--- src/wr_arb_pkg.sv ---
package wr_arb_pkg;

    // ----------------------------------------------------------------------
    // fabric size
    // ----------------------------------------------------------------------
    localparam int NUM_MASTERS = 4;
    localparam int NUM_SLAVES  = 8;
    localparam int MIDX_W      = 2;                 // master index
    localparam int SIDX_W      = 3;                 // slave index, top address bits

    // ----------------------------------------------------------------------
    // AXI4 field widths
    // ----------------------------------------------------------------------
    localparam int DATA_W  = 32;
    localparam int STRB_W  = DATA_W / 8;
    localparam int ADDR_W  = 32;
    localparam int ID_W    = 4;
    localparam int LEN_W   = 8;
    localparam int SIZE_W  = 3;
    localparam int BURST_W = 2;
    localparam int RESP_W  = 2;

    // ----------------------------------------------------------------------
    // write address, seen either whole or split into slave and offset
    // ----------------------------------------------------------------------
    typedef struct packed {
        logic [SIDX_W-1:0]        sidx;             // selects one of eight slaves
        logic [ADDR_W-SIDX_W-1:0] offset;           // address inside the slave
    } aw_addr_fld_t;

    typedef union packed {
        logic [ADDR_W-1:0] raw;
        aw_addr_fld_t      fld;
    } aw_addr_u;

    // ----------------------------------------------------------------------
    // transaction phase of the current owner
    // ----------------------------------------------------------------------
    typedef enum logic [1:0] {
        PH_AW = 2'd0,                               // address handshake
        PH_W  = 2'd1,                               // data beats up to WLAST
        PH_B  = 2'd2                                // write response
    } wr_phase_e;

endpackage

--- src/wr_arbiter_top.sv ---
module wr_arbiter_top (
    input  logic                                                        ACLK,
    input  logic                                                        ARESETn,
    // masters
    input  logic [wr_arb_pkg::NUM_MASTERS-1:0][wr_arb_pkg::ID_W-1:0]    m_awid,
    input  logic [wr_arb_pkg::NUM_MASTERS-1:0][wr_arb_pkg::ADDR_W-1:0]  m_awaddr,
    input  logic [wr_arb_pkg::NUM_MASTERS-1:0][wr_arb_pkg::LEN_W-1:0]   m_awlen,
    input  logic [wr_arb_pkg::NUM_MASTERS-1:0][wr_arb_pkg::SIZE_W-1:0]  m_awsize,
    input  logic [wr_arb_pkg::NUM_MASTERS-1:0][wr_arb_pkg::BURST_W-1:0] m_awburst,
    input  logic [wr_arb_pkg::NUM_MASTERS-1:0]                          m_awvalid,
    output logic [wr_arb_pkg::NUM_MASTERS-1:0]                          m_awready,
    input  logic [wr_arb_pkg::NUM_MASTERS-1:0][wr_arb_pkg::DATA_W-1:0]  m_wdata,
    input  logic [wr_arb_pkg::NUM_MASTERS-1:0][wr_arb_pkg::STRB_W-1:0]  m_wstrb,
    input  logic [wr_arb_pkg::NUM_MASTERS-1:0]                          m_wlast,
    input  logic [wr_arb_pkg::NUM_MASTERS-1:0]                          m_wvalid,
    output logic [wr_arb_pkg::NUM_MASTERS-1:0]                          m_wready,
    output logic [wr_arb_pkg::NUM_MASTERS-1:0][wr_arb_pkg::ID_W-1:0]    m_bid,
    output logic [wr_arb_pkg::NUM_MASTERS-1:0][wr_arb_pkg::RESP_W-1:0]  m_bresp,
    output logic [wr_arb_pkg::NUM_MASTERS-1:0]                          m_bvalid,
    input  logic [wr_arb_pkg::NUM_MASTERS-1:0]                          m_bready,
    // slaves, handshakes
    output logic [wr_arb_pkg::NUM_SLAVES-1:0]                           s_awvalid,
    input  logic [wr_arb_pkg::NUM_SLAVES-1:0]                           s_awready,
    output logic [wr_arb_pkg::NUM_SLAVES-1:0]                           s_wvalid,
    input  logic [wr_arb_pkg::NUM_SLAVES-1:0]                           s_wready,
    input  logic [wr_arb_pkg::NUM_SLAVES-1:0][wr_arb_pkg::ID_W-1:0]     s_bid,
    input  logic [wr_arb_pkg::NUM_SLAVES-1:0][wr_arb_pkg::RESP_W-1:0]   s_bresp,
    input  logic [wr_arb_pkg::NUM_SLAVES-1:0]                           s_bvalid,
    output logic [wr_arb_pkg::NUM_SLAVES-1:0]                           s_bready,
    // slaves, shared payload
    output logic [wr_arb_pkg::ID_W-1:0]                                 s_awid,
    output logic [wr_arb_pkg::ADDR_W-1:0]                               s_awaddr,
    output logic [wr_arb_pkg::LEN_W-1:0]                                s_awlen,
    output logic [wr_arb_pkg::SIZE_W-1:0]                               s_awsize,
    output logic [wr_arb_pkg::BURST_W-1:0]                              s_awburst,
    output logic [wr_arb_pkg::DATA_W-1:0]                               s_wdata,
    output logic [wr_arb_pkg::STRB_W-1:0]                               s_wstrb,
    output logic                                                        s_wlast
);

    import wr_arb_pkg::*;

    // ----------------------------------------------------------------------
    // internal wiring
    // ----------------------------------------------------------------------
    logic [MIDX_W-1:0] owner;
    wr_phase_e         phase;
    logic              sel_awvalid;
    logic              sel_wvalid;
    logic              sel_bready;
    logic              rt_awready;
    logic              rt_wready;
    logic              rt_bvalid;
    logic [ID_W-1:0]   rt_bid;
    logic [RESP_W-1:0] rt_bresp;

    // grant and phase
    wr_grant_fsm u_grant_fsm (
        .sel_wlast   (s_wlast),                     // shared WLAST is the owner's
        .*
    );

    // owner's fields go straight onto the shared slave payload
    wr_master_mux u_master_mux (
        .sel_awid    (s_awid),
        .sel_awaddr  (s_awaddr),
        .sel_awlen   (s_awlen),
        .sel_awsize  (s_awsize),
        .sel_awburst (s_awburst),
        .sel_wdata   (s_wdata),
        .sel_wstrb   (s_wstrb),
        .sel_wlast   (s_wlast),
        .*
    );

    // address decode and per-slave fan-out
    wr_slave_route u_slave_route (
        .sel_awaddr  (s_awaddr),
        .*
    );

endmodule

--- src/wr_grant_fsm.sv ---
module wr_grant_fsm (
    input  logic                                ACLK,
    input  logic                                ARESETn,
    input  logic [wr_arb_pkg::NUM_MASTERS-1:0]  m_awvalid,
    input  logic                                sel_awvalid,
    input  logic                                rt_awready,
    input  logic                                sel_wvalid,
    input  logic                                rt_wready,
    input  logic                                sel_wlast,
    input  logic                                rt_bvalid,
    input  logic                                sel_bready,
    output logic [wr_arb_pkg::MIDX_W-1:0]       owner,
    output wr_arb_pkg::wr_phase_e               phase
);

    import wr_arb_pkg::*;

    logic [MIDX_W-1:0] owner_d;
    wr_phase_e         phase_d;
    logic [MIDX_W-1:0] req_idx;                     // nearest requester after owner
    logic              req_hit;
    logic              aw_done;
    logic              w_done;
    logic              b_done;

    assign aw_done = sel_awvalid && rt_awready;
    assign w_done  = sel_wvalid && rt_wready && sel_wlast;
    assign b_done  = rt_bvalid && sel_bready;

    // ----------------------------------------------------------------------
    // rotating priority search
    // ----------------------------------------------------------------------
    // walk downward so the master closest after the owner is the last one
    // written, which gives it the highest priority
    always_comb begin
        logic [MIDX_W-1:0] cand;
        req_idx = owner;
        req_hit = 1'b0;
        for (int i = NUM_MASTERS - 1; i > 0; i--) begin
            cand = owner + MIDX_W'(i);              // wraps modulo 4
            if (m_awvalid[cand]) begin
                req_idx = cand;
                req_hit = 1'b1;
            end
        end
    end

    // ----------------------------------------------------------------------
    // phase and owner next state
    // ----------------------------------------------------------------------
    always_comb begin
        phase_d = phase;
        owner_d = owner;
        case (phase)
            PH_AW: begin
                if (sel_awvalid) begin              // owner requests, hold grant
                    if (aw_done)
                        phase_d = PH_W;
                end else if (req_hit) begin
                    owner_d = req_idx;              // hand over, still in AW
                end
            end
            PH_W: begin
                if (w_done)                         // last beat accepted
                    phase_d = PH_B;
            end
            PH_B: begin
                if (b_done) begin
                    phase_d = PH_AW;
                    owner_d = owner + 1'b1;         // next master gets first look
                end
            end
            default: begin
                phase_d = PH_AW;
            end
        endcase
    end

    always_ff @(posedge ACLK or negedge ARESETn) begin
        if (!ARESETn) begin
            phase <= PH_AW;
            owner <= '0;
        end else begin
            phase <= phase_d;
            owner <= owner_d;
        end
    end

endmodule

--- src/wr_master_mux.sv ---
module wr_master_mux (
    input  logic [wr_arb_pkg::MIDX_W-1:0]                               owner,
    // per-master AW
    input  logic [wr_arb_pkg::NUM_MASTERS-1:0][wr_arb_pkg::ID_W-1:0]    m_awid,
    input  logic [wr_arb_pkg::NUM_MASTERS-1:0][wr_arb_pkg::ADDR_W-1:0]  m_awaddr,
    input  logic [wr_arb_pkg::NUM_MASTERS-1:0][wr_arb_pkg::LEN_W-1:0]   m_awlen,
    input  logic [wr_arb_pkg::NUM_MASTERS-1:0][wr_arb_pkg::SIZE_W-1:0]  m_awsize,
    input  logic [wr_arb_pkg::NUM_MASTERS-1:0][wr_arb_pkg::BURST_W-1:0] m_awburst,
    input  logic [wr_arb_pkg::NUM_MASTERS-1:0]                          m_awvalid,
    output logic [wr_arb_pkg::NUM_MASTERS-1:0]                          m_awready,
    // per-master W
    input  logic [wr_arb_pkg::NUM_MASTERS-1:0][wr_arb_pkg::DATA_W-1:0]  m_wdata,
    input  logic [wr_arb_pkg::NUM_MASTERS-1:0][wr_arb_pkg::STRB_W-1:0]  m_wstrb,
    input  logic [wr_arb_pkg::NUM_MASTERS-1:0]                          m_wlast,
    input  logic [wr_arb_pkg::NUM_MASTERS-1:0]                          m_wvalid,
    output logic [wr_arb_pkg::NUM_MASTERS-1:0]                          m_wready,
    // per-master B
    output logic [wr_arb_pkg::NUM_MASTERS-1:0][wr_arb_pkg::ID_W-1:0]    m_bid,
    output logic [wr_arb_pkg::NUM_MASTERS-1:0][wr_arb_pkg::RESP_W-1:0]  m_bresp,
    output logic [wr_arb_pkg::NUM_MASTERS-1:0]                          m_bvalid,
    input  logic [wr_arb_pkg::NUM_MASTERS-1:0]                          m_bready,
    // owner's channel toward the slaves
    output logic [wr_arb_pkg::ID_W-1:0]                                 sel_awid,
    output logic [wr_arb_pkg::ADDR_W-1:0]                               sel_awaddr,
    output logic [wr_arb_pkg::LEN_W-1:0]                                sel_awlen,
    output logic [wr_arb_pkg::SIZE_W-1:0]                               sel_awsize,
    output logic [wr_arb_pkg::BURST_W-1:0]                              sel_awburst,
    output logic                                                        sel_awvalid,
    output logic [wr_arb_pkg::DATA_W-1:0]                               sel_wdata,
    output logic [wr_arb_pkg::STRB_W-1:0]                               sel_wstrb,
    output logic                                                        sel_wlast,
    output logic                                                        sel_wvalid,
    output logic                                                        sel_bready,
    // routed slave's answer
    input  logic                                                        rt_awready,
    input  logic                                                        rt_wready,
    input  logic                                                        rt_bvalid,
    input  logic [wr_arb_pkg::ID_W-1:0]                                 rt_bid,
    input  logic [wr_arb_pkg::RESP_W-1:0]                               rt_bresp
);

    import wr_arb_pkg::*;

    // ----------------------------------------------------------------------
    // owner to slave side
    // ----------------------------------------------------------------------
    assign sel_awid    = m_awid[owner];
    assign sel_awaddr  = m_awaddr[owner];
    assign sel_awlen   = m_awlen[owner];
    assign sel_awsize  = m_awsize[owner];
    assign sel_awburst = m_awburst[owner];
    assign sel_awvalid = m_awvalid[owner];
    assign sel_wdata   = m_wdata[owner];
    assign sel_wstrb   = m_wstrb[owner];
    assign sel_wlast   = m_wlast[owner];
    assign sel_wvalid  = m_wvalid[owner];
    assign sel_bready  = m_bready[owner];

    // ----------------------------------------------------------------------
    // ready and response back to the owner, zero elsewhere
    // ----------------------------------------------------------------------
    always_comb begin
        logic own;
        for (int i = 0; i < NUM_MASTERS; i++) begin
            own          = (owner == MIDX_W'(i));
            m_awready[i] = own & rt_awready;
            m_wready[i]  = own & rt_wready;
            m_bvalid[i]  = own & rt_bvalid;
            m_bid[i]     = own ? rt_bid : '0;
            m_bresp[i]   = own ? rt_bresp : '0;     // non-owners see OKAY/0
        end
    end

endmodule

--- src/wr_slave_route.sv ---
module wr_slave_route (
    input  logic                                                        ACLK,
    input  logic                                                        ARESETn,
    input  wr_arb_pkg::wr_phase_e                                       phase,
    // owner's handshake and address
    input  logic                                                        sel_awvalid,
    input  logic [wr_arb_pkg::ADDR_W-1:0]                               sel_awaddr,
    input  logic                                                        sel_wvalid,
    input  logic                                                        sel_bready,
    // per-slave handshakes
    output logic [wr_arb_pkg::NUM_SLAVES-1:0]                           s_awvalid,
    input  logic [wr_arb_pkg::NUM_SLAVES-1:0]                           s_awready,
    output logic [wr_arb_pkg::NUM_SLAVES-1:0]                           s_wvalid,
    input  logic [wr_arb_pkg::NUM_SLAVES-1:0]                           s_wready,
    input  logic [wr_arb_pkg::NUM_SLAVES-1:0][wr_arb_pkg::ID_W-1:0]     s_bid,
    input  logic [wr_arb_pkg::NUM_SLAVES-1:0][wr_arb_pkg::RESP_W-1:0]   s_bresp,
    input  logic [wr_arb_pkg::NUM_SLAVES-1:0]                           s_bvalid,
    output logic [wr_arb_pkg::NUM_SLAVES-1:0]                           s_bready,
    // chosen slave's answer
    output logic                                                        rt_awready,
    output logic                                                        rt_wready,
    output logic                                                        rt_bvalid,
    output logic [wr_arb_pkg::ID_W-1:0]                                 rt_bid,
    output logic [wr_arb_pkg::RESP_W-1:0]                               rt_bresp
);

    import wr_arb_pkg::*;

    aw_addr_u          aw_addr;
    logic [SIDX_W-1:0] sidx_q;                      // slave taken at the AW transfer
    logic [SIDX_W-1:0] sidx;
    logic              aw_ph;
    logic              w_ph;
    logic              b_ph;

    assign aw_ph = (phase == PH_AW);
    assign w_ph  = (phase == PH_W);
    assign b_ph  = (phase == PH_B);

    assign aw_addr.raw = sel_awaddr;

    // ----------------------------------------------------------------------
    // slave select
    // ----------------------------------------------------------------------
    // live from the address while AW is open, then frozen so W and B keep
    // following the slave that took the address
    assign sidx = aw_ph ? aw_addr.fld.sidx : sidx_q;

    always_ff @(posedge ACLK or negedge ARESETn) begin
        if (!ARESETn)
            sidx_q <= '0;
        else if (aw_ph && sel_awvalid && rt_awready)
            sidx_q <= aw_addr.fld.sidx;
    end

    // ----------------------------------------------------------------------
    // fan-out to one slave
    // ----------------------------------------------------------------------
    always_comb begin
        logic hit;
        for (int s = 0; s < NUM_SLAVES; s++) begin
            hit          = (sidx == SIDX_W'(s));
            s_awvalid[s] = hit & aw_ph & sel_awvalid;
            s_wvalid[s]  = hit & w_ph & sel_wvalid;
            s_bready[s]  = hit & b_ph & sel_bready;
        end
    end

    // ----------------------------------------------------------------------
    // return path
    // ----------------------------------------------------------------------
    assign rt_awready = aw_ph & s_awready[sidx];    // only while AW is open
    assign rt_wready  = w_ph & s_wready[sidx];
    assign rt_bvalid  = b_ph & s_bvalid[sidx];
    assign rt_bid     = s_bid[sidx];
    assign rt_bresp   = s_bresp[sidx];

endmodule

--- config.mk ---
export PLATFORM = sky130hd
export DESIGN_NAME = wr_arbiter_top
export DESIGN_NICKNAME = d
export VERILOG_FILES = /design/src/wr_arb_pkg.sv /design/src/wr_arbiter_top.sv /design/src/wr_grant_fsm.sv /design/src/wr_master_mux.sv /design/src/wr_slave_route.sv
export SDC_FILE = /design/constraint.sdc
export NUM_CORES = 1
export LEC_CHECK = 0
export BUFFER_PORTS_ARGS = -buffer_cell sky130_fd_sc_hd__buf_2
export CAP_MARGIN = 10
export CORE_AREA = 10 10 215 217
export CTS_BUF_LIST = sky130_fd_sc_hd__clkbuf_8 sky130_fd_sc_hd__clkbuf_16
export DETAILED_ROUTE_END_ITERATION = 10
export DIE_AREA = 0 0 225 227
export SYNTH_ARGS = -nofsm -noshare
export SYNTH_HDL_FRONTEND = slang
export SYNTH_SLANG_ARGS = --single-unit
export TNS_END_PERCENT = 10
--- constraint.sdc ---
create_clock -name ACLK -period 3.99 [get_ports ACLK]
set_clock_uncertainty 0.2 [all_clocks]
set_input_delay 0.399 -clock ACLK [delete_from_list [all_inputs] [get_ports ACLK]]
set_output_delay 0.399 -clock ACLK [all_outputs]
set_load 0.01 [all_outputs]
### Yosys cells after proc, flatten, opt, wreduce, memory -nomap -nowiden

Index checks and enable logic that the tools add are counted.

| operators by class | value |
|---|---|
| $lt $le $gt $ge | 5 |
| reductions and logical operators | 12 |
| mux-type cells | 62 |
| equal/unequal tests | 19 |
| add/subtract/negate cells | 3 |
| bitwise operators | 63 |

Operator list:

| cell | count |
|---|---|
| 32-bit binary-select mux with 2-bit select | 2 |
| 32-bit two-way mux | 2 |
| 1-bit bitwise AND | 63 |
| 2-bit two-way mux | 16 |
| 4-bit two-way mux | 7 |
| 4-bit binary-select mux with 2-bit select | 2 |
| 8-bit binary-select mux with 2-bit select | 1 |
| 1-bit binary-select mux with 2-bit select | 7 |
| 1-bit two-way mux | 13 |
| 4-bit binary-select mux with 3-bit select | 1 |
| 3-bit == test (second input constant) | 4 |
| 2-bit by 3-bit < comparator with 1-bit output (second input constant) | 4 |
| 2-bit inequality test (second input constant) | 6 |
| 1-bit binary-select mux with 3-bit select | 3 |
| 8-bit two-way mux | 1 |
| 2-bit binary-select mux with 3-bit select | 1 |
| 3-bit binary-select mux with 2-bit select | 1 |
| 2-bit == test (second input constant) | 3 |
| 3-bit by 2-bit == test with 1-bit output (second input constant) | 2 |
| 1-bit logical AND | 6 |
| 3-bit two-way mux | 2 |
| 2-bit case mux with 3 select lines | 1 |
| 5-bit AND reduction | 1 |
| 2-bit adder (second input constant) | 2 |
| other kinds (11) | 13 |

| word-level totals | value |
|---|---|
| output and inout port bits | 146 |
| logic and storage cells | 167 |
| bits of input ports | 430 |
| bits in registers | 7 |

### Logic depth before layout (Yosys ltp)

| depth | value |
|---|---|
| depth after elaboration | 10 |
| depth in mapped cells | 10 |
| mapped depth without buffers | 7 |

### Hierarchy

A second synthesis with hierarchy kept.

| unflattened totals | value |
|---|---|
| cells, all modules | 317 |
| area total of the unflattened synthesis | 3871.2 µm² |

Modules (own cells, without submodules):

| module | seq. area each (µm²) | area an instance (µm²) | instances | cells an instance |
|---|---|---|---|---|
| wr_master_mux | 0.0 | 2454.9 | 1 | 153 |
| wr_slave_route | 75.1 | 1067.3 | 1 | 124 |
| wr_grant_fsm | 100.1 | 349.1 | 1 | 40 |

### Worst setup path before layout

OpenSTA, ideal clock, no wires.

| path | value |
|---|---|
| path kind | register to output |
| from | reg u_grant_fsm.owner[0] (netlist bit) |
| to | out s_awvalid[0] (netlist bit) |
| buffers on the path | 3 |
| stages on the path, launching flop included | 8 |
| slack | 1139 ps |
| data required time | 3391 ps |
| data arrival time | 2252 ps |
| cell sequence | dfrtp_1 buf_6 mux4_2 mux2_4 buf_6 or2_1 clkbuf_1 nor3_1 |

| on the way | value |
|---|---|
| longest elaborated chain between the ends | 6 |
| elaborated cells on any way between the ends | 8 |
| classes of those cells | 5 x mux; 2 x bitwise; 1 x reduce/logical |

RTL lines:

| what | RTL line | RTL |
|---|---|---|
| from (decl) | wr_grant_fsm.sv:12 | `output logic [wr_arb_pkg::MIDX_W-1:0] owner,` |
| from (signal assigned) | wr_grant_fsm.sv:85 | `owner <= owner_d;` |
| 32-bit binary-select mux with 2-bit select | wr_master_mux.sv:48 | `assign sel_awaddr = m_awaddr[owner];` |
| 32-bit two-way mux (implied by the code) | wr_master_mux.sv:48 |  |
| named net s_awaddr (one bit) | wr_arbiter_top.sv:32 | `output logic [wr_arb_pkg::ADDR_W-1:0] s_awaddr,` |
| 3-bit two-way mux | wr_slave_route.sv:47 | `assign sidx = aw_ph ? aw_addr.fld.sidx : sidx_q;` |
| 3-bit zero test | wr_slave_route.sv:62 | `hit = (sidx == SIDX_W'(s));` |
| 1-bit bitwise AND (2 in a row) | wr_slave_route.sv:63 | `s_awvalid[s] = hit & aw_ph & sel_awvalid;` |
| to (decl) | wr_arbiter_top.sv:22 | `output logic [wr_arb_pkg::NUM_SLAVES-1:0] s_awvalid,` |

The timed path passes the listed nets, and every way through them passes these cells. The select of a mux whose other input is x is not followed.

### Worst setup path in the final report

| path | value |
|---|---|
| from | reg u_grant_fsm.owner[0] (netlist bit) |
| to | out m_awready[3] (netlist bit) |

| on the way | value |
|---|---|
| longest elaborated chain between the ends | 7 |
| elaborated cells on any way between the ends | 8 |
| classes of those cells | 1 x eq/ne; 5 x mux; 2 x bitwise |

RTL lines:

| what | RTL line | RTL |
|---|---|---|
| 32-bit binary-select mux with 2-bit select | wr_master_mux.sv:48 |  |
| 32-bit two-way mux (implied by the code) | wr_master_mux.sv:48 |  |
| 3-bit two-way mux | wr_slave_route.sv:47 |  |
| 1-bit binary-select mux with 3-bit select | wr_slave_route.sv:72 | `assign rt_awready = aw_ph & s_awready[sidx];` |
| 1-bit two-way mux (implied by the code) | wr_slave_route.sv:72 |  |
| 1-bit bitwise AND | wr_slave_route.sv:72 |  |
| 1-bit bitwise AND (*) | wr_master_mux.sv:66 | `m_awready[i] = own & rt_awready;` |
| to (decl) | wr_arbiter_top.sv:11 | `output logic [wr_arb_pkg::NUM_MASTERS-1:0] m_awready,` |

Mark *: on every way between the ends. The rest lies on a longest branch, timed or not. The select of a mux whose other input is x is not followed.

==> flow_summary.yaml <==
setup_path:
  path_class: "register to output pin"
  critPathArrivalTime_ns: 3.07
  path_buf_inv: 2
  worst_setup_path_end_kind: "output pin"
  cp-start-kind: "register"
  max_stage_delay_ns: 0.55
  worstPathCellList: "or3_4 > o221ai_4 > buf_4 > mux2i_1 > a22oi_2 > nand3_1 > nor2_1 > buf_2"
  critPathTopFamily: "simple AND/OR/NAND/NOR gates"
  path_max_fanout: 17
  slowest_stage: "o221ai_4"
  crit_required_ns: 3.39
floorplan:
  start_util_pct: 9.38
  die_h_um: 227
  die-area_um2: 51100
  core_um2: 41800
  die_w_um: 225
  core.rowCount: 75
  pin_count: 576
place:
  io_buffers: 575
  dp_hpwl_um: 31300
  gp_congestion: 0.942
  place_area_um2: 7350
grt:
  grt_max_degree: 50
  antenna_found_initial: 17
  grt_pass1_vias: 6238
  grt_pass1_wl_um: 44900
  gr-total-overflow: 0
  grt_util_all_layers_pct: 12.0
detailed_routing:
  drc: 0
  vias: 5732
  via_per_inst: 3.98
  drt-pass1-iter-count: 5
  routed_wl_um: 34200
  first_iter_violations: 359
  wire_per_inst_um: 23.7
  antenna_left: 0
clock_network:
  htree_levels: 1
  cts_hold_buffers: 1
  cts_buffer_depth: 2
  post_cts_buffers: 0
  cts_buffers: 3
  clk_latency_ns: 0.23
  clkTransAtPathRegs_ns: 0.04
  cts_resized: 0
  cts_root_buf: "clkbuf_16"
  cts_tree: "yes"
  cts.sink_count: 7
logic_synthesis:
  synth_compound_area_share_pct: 7.06
  synthCells: 342
  async_flop_share_pct: 100
  yosys.area_share.simple_pct: 13.0
  syn_area_per_cell_um2: 11.5
  synth_edf_count: 0
  synth_xor_area_share_pct: 0
  synth_adder_area_share_pct: 1.28
  synth.area.mux_share_pct: 68.3
  synth_top_family_by_area: "multiplexers"
  synth_seq_cells: 7
  synth_area_um2: 3920
  synth_seq_area_share_pct: 4.47
  yosysWarningCount: 0
  synth_flop_cell: "dfrtp_1"
  yosysUniqueCellTypes: 56
  syn-num-nets: 776
sta:
  setup_violations: 0
  fmax_mhz: 273
  rsz0062_at_grt: "no"
  fin_crit_ns: 3.67
  setup_tns_ns: 0
  finalHoldViolations: 0
  finalCritPeriodShare_pct: 92.0
  slew_headroom_pct: 40.2
  maxSlewViolCount: 0
  tightestPinTransition_ns: 0.897
cells_and_area:
  num-fill-cells: 4742
  fin_nets: 1332
  syn_to_final_growth_pct: 90.0
  final_cell_mix: "575 x buf_2, 88 x mux4_2, 51 x mux2i_1"
  final_common_cell: "buf_2"
  drive_above_1_share_pct: 77.9
  post-route-cell-area_um2: 7440
power:
  peakVddDrop_uv: 393
  powerDensity_nw_per_um2: 735
  p_leak_nw: 3.78
run_status:
  outcome: "complete, no violations"
min_path:
  hold_class: "register to register"
job:
  maxCapViolations: 0
[Yosys cell counts, types with 3 or more instances]
cell type  count  area [um2]
and3_1         6        37.5
buf_1         12        45.0
buf_2          6        30.0
buf_6          6        67.6
clkbuf_1       7        26.3
dfrtp_1        7         175
ha_1           4        50.1
inv_1         11        41.3
mux2i_1       51         510
mux2i_2        7        96.3
mux4_2        88        1980
nand2_1       14        52.6
nor2_1        50         188
nor3_1        19        95.1
o21ai_0        3        15.0
[path summary, 6_finish.rpt]
path	endpoint	depth (start not counted)	slack, ns	start
worst max register to register	u_slave_route.sidx_q[0]$_DFFE_PN0P_	6	0.87	u_grant_fsm.owner[0]$_DFFE_PN0P_
worst min register to register	u_slave_route.sidx_q[1]$_DFFE_PN0P_	1	0.31	u_slave_route.sidx_q[1]$_DFFE_PN0P_
worst min-delay path	u_slave_route.sidx_q[1]$_DFFE_PN0P_	1	0.31	u_slave_route.sidx_q[1]$_DFFE_PN0P_
worst max-delay path	m_awready[3]	8	0.32	u_grant_fsm.owner[0]$_DFFE_PN0P_
max in group asynchronous	u_grant_fsm.owner[1]$_DFFE_PN0P_	2	3.04	ARESETn
min in group asynchronous	u_slave_route.sidx_q[2]$_DFFE_PN0P_	2	0.37	ARESETn
[sequential cells by signal (all words and copies together), names as in the netlist]
register,cells
u_grant_fsm.phase,2
u_grant_fsm.owner,2
u_slave_route.sidx_q,3
[layer usage]
metal,wire (um),global-route usage [%],vias up
met5,70,0,-
met4,253,1.10,12
met3,4370,5.75,36
met2,16800,20.6,376
met1,12700,13.8,2777
li1,-,-,2531
[power by group]
part           internal [W]  switching (W)  leakage, nW
Sequential         0.000116      0.0000899       0.0829
Combinational       0.00221        0.00289         3.66
Clock              0.000130      0.0000360       0.0423
Total               0.00245        0.00302         3.78
[through the flow]
| stage | setup slack (ns) | power, W | instances | util, % | hold WS (ns) |
|---|---|---|---|---|---|
| floorplan | 1.14 | 0.00359 | 342 | - | -0.0966 |
| detailed placement | 0.523 | 0.00539 | 1431 | 17.6 | 0.0423 |
| global route | 0.00983 | 0.00593 | 1436 | 17.8 | 0.321 |
| global placement | 0.605 | 0.00534 | 1431 | 17.6 | 0.0376 |
| finish | 0.321 | 0.00547 | 1439 | 17.8 | 0.306 |
| CTS | 0.275 | 0.00557 | 1436 | 17.8 | 0.309 |
[cell families after synthesis]
logic type,Yosys count
and+or+nand+nor,107
muxes,152
AOI/OAI and AO/OA,28
buffers and inverters,44
DFF,7
adders and majority gates,4
[cell type report]
type	instances	area (um2)	share of cell area, %
clock inverter	1	3.75	0.0504
antenna	3	7.51	0.101
inverter	11	41.3	0.555
sequential	7	183	2.45
clock buffer	3	75.1	1.01
multi-input combinational	291	3510	47.2
timing repair buffer	584	2950	39.6
tap	539	674	9.06
Note: power is estimated with default switching activity, not from simulation.
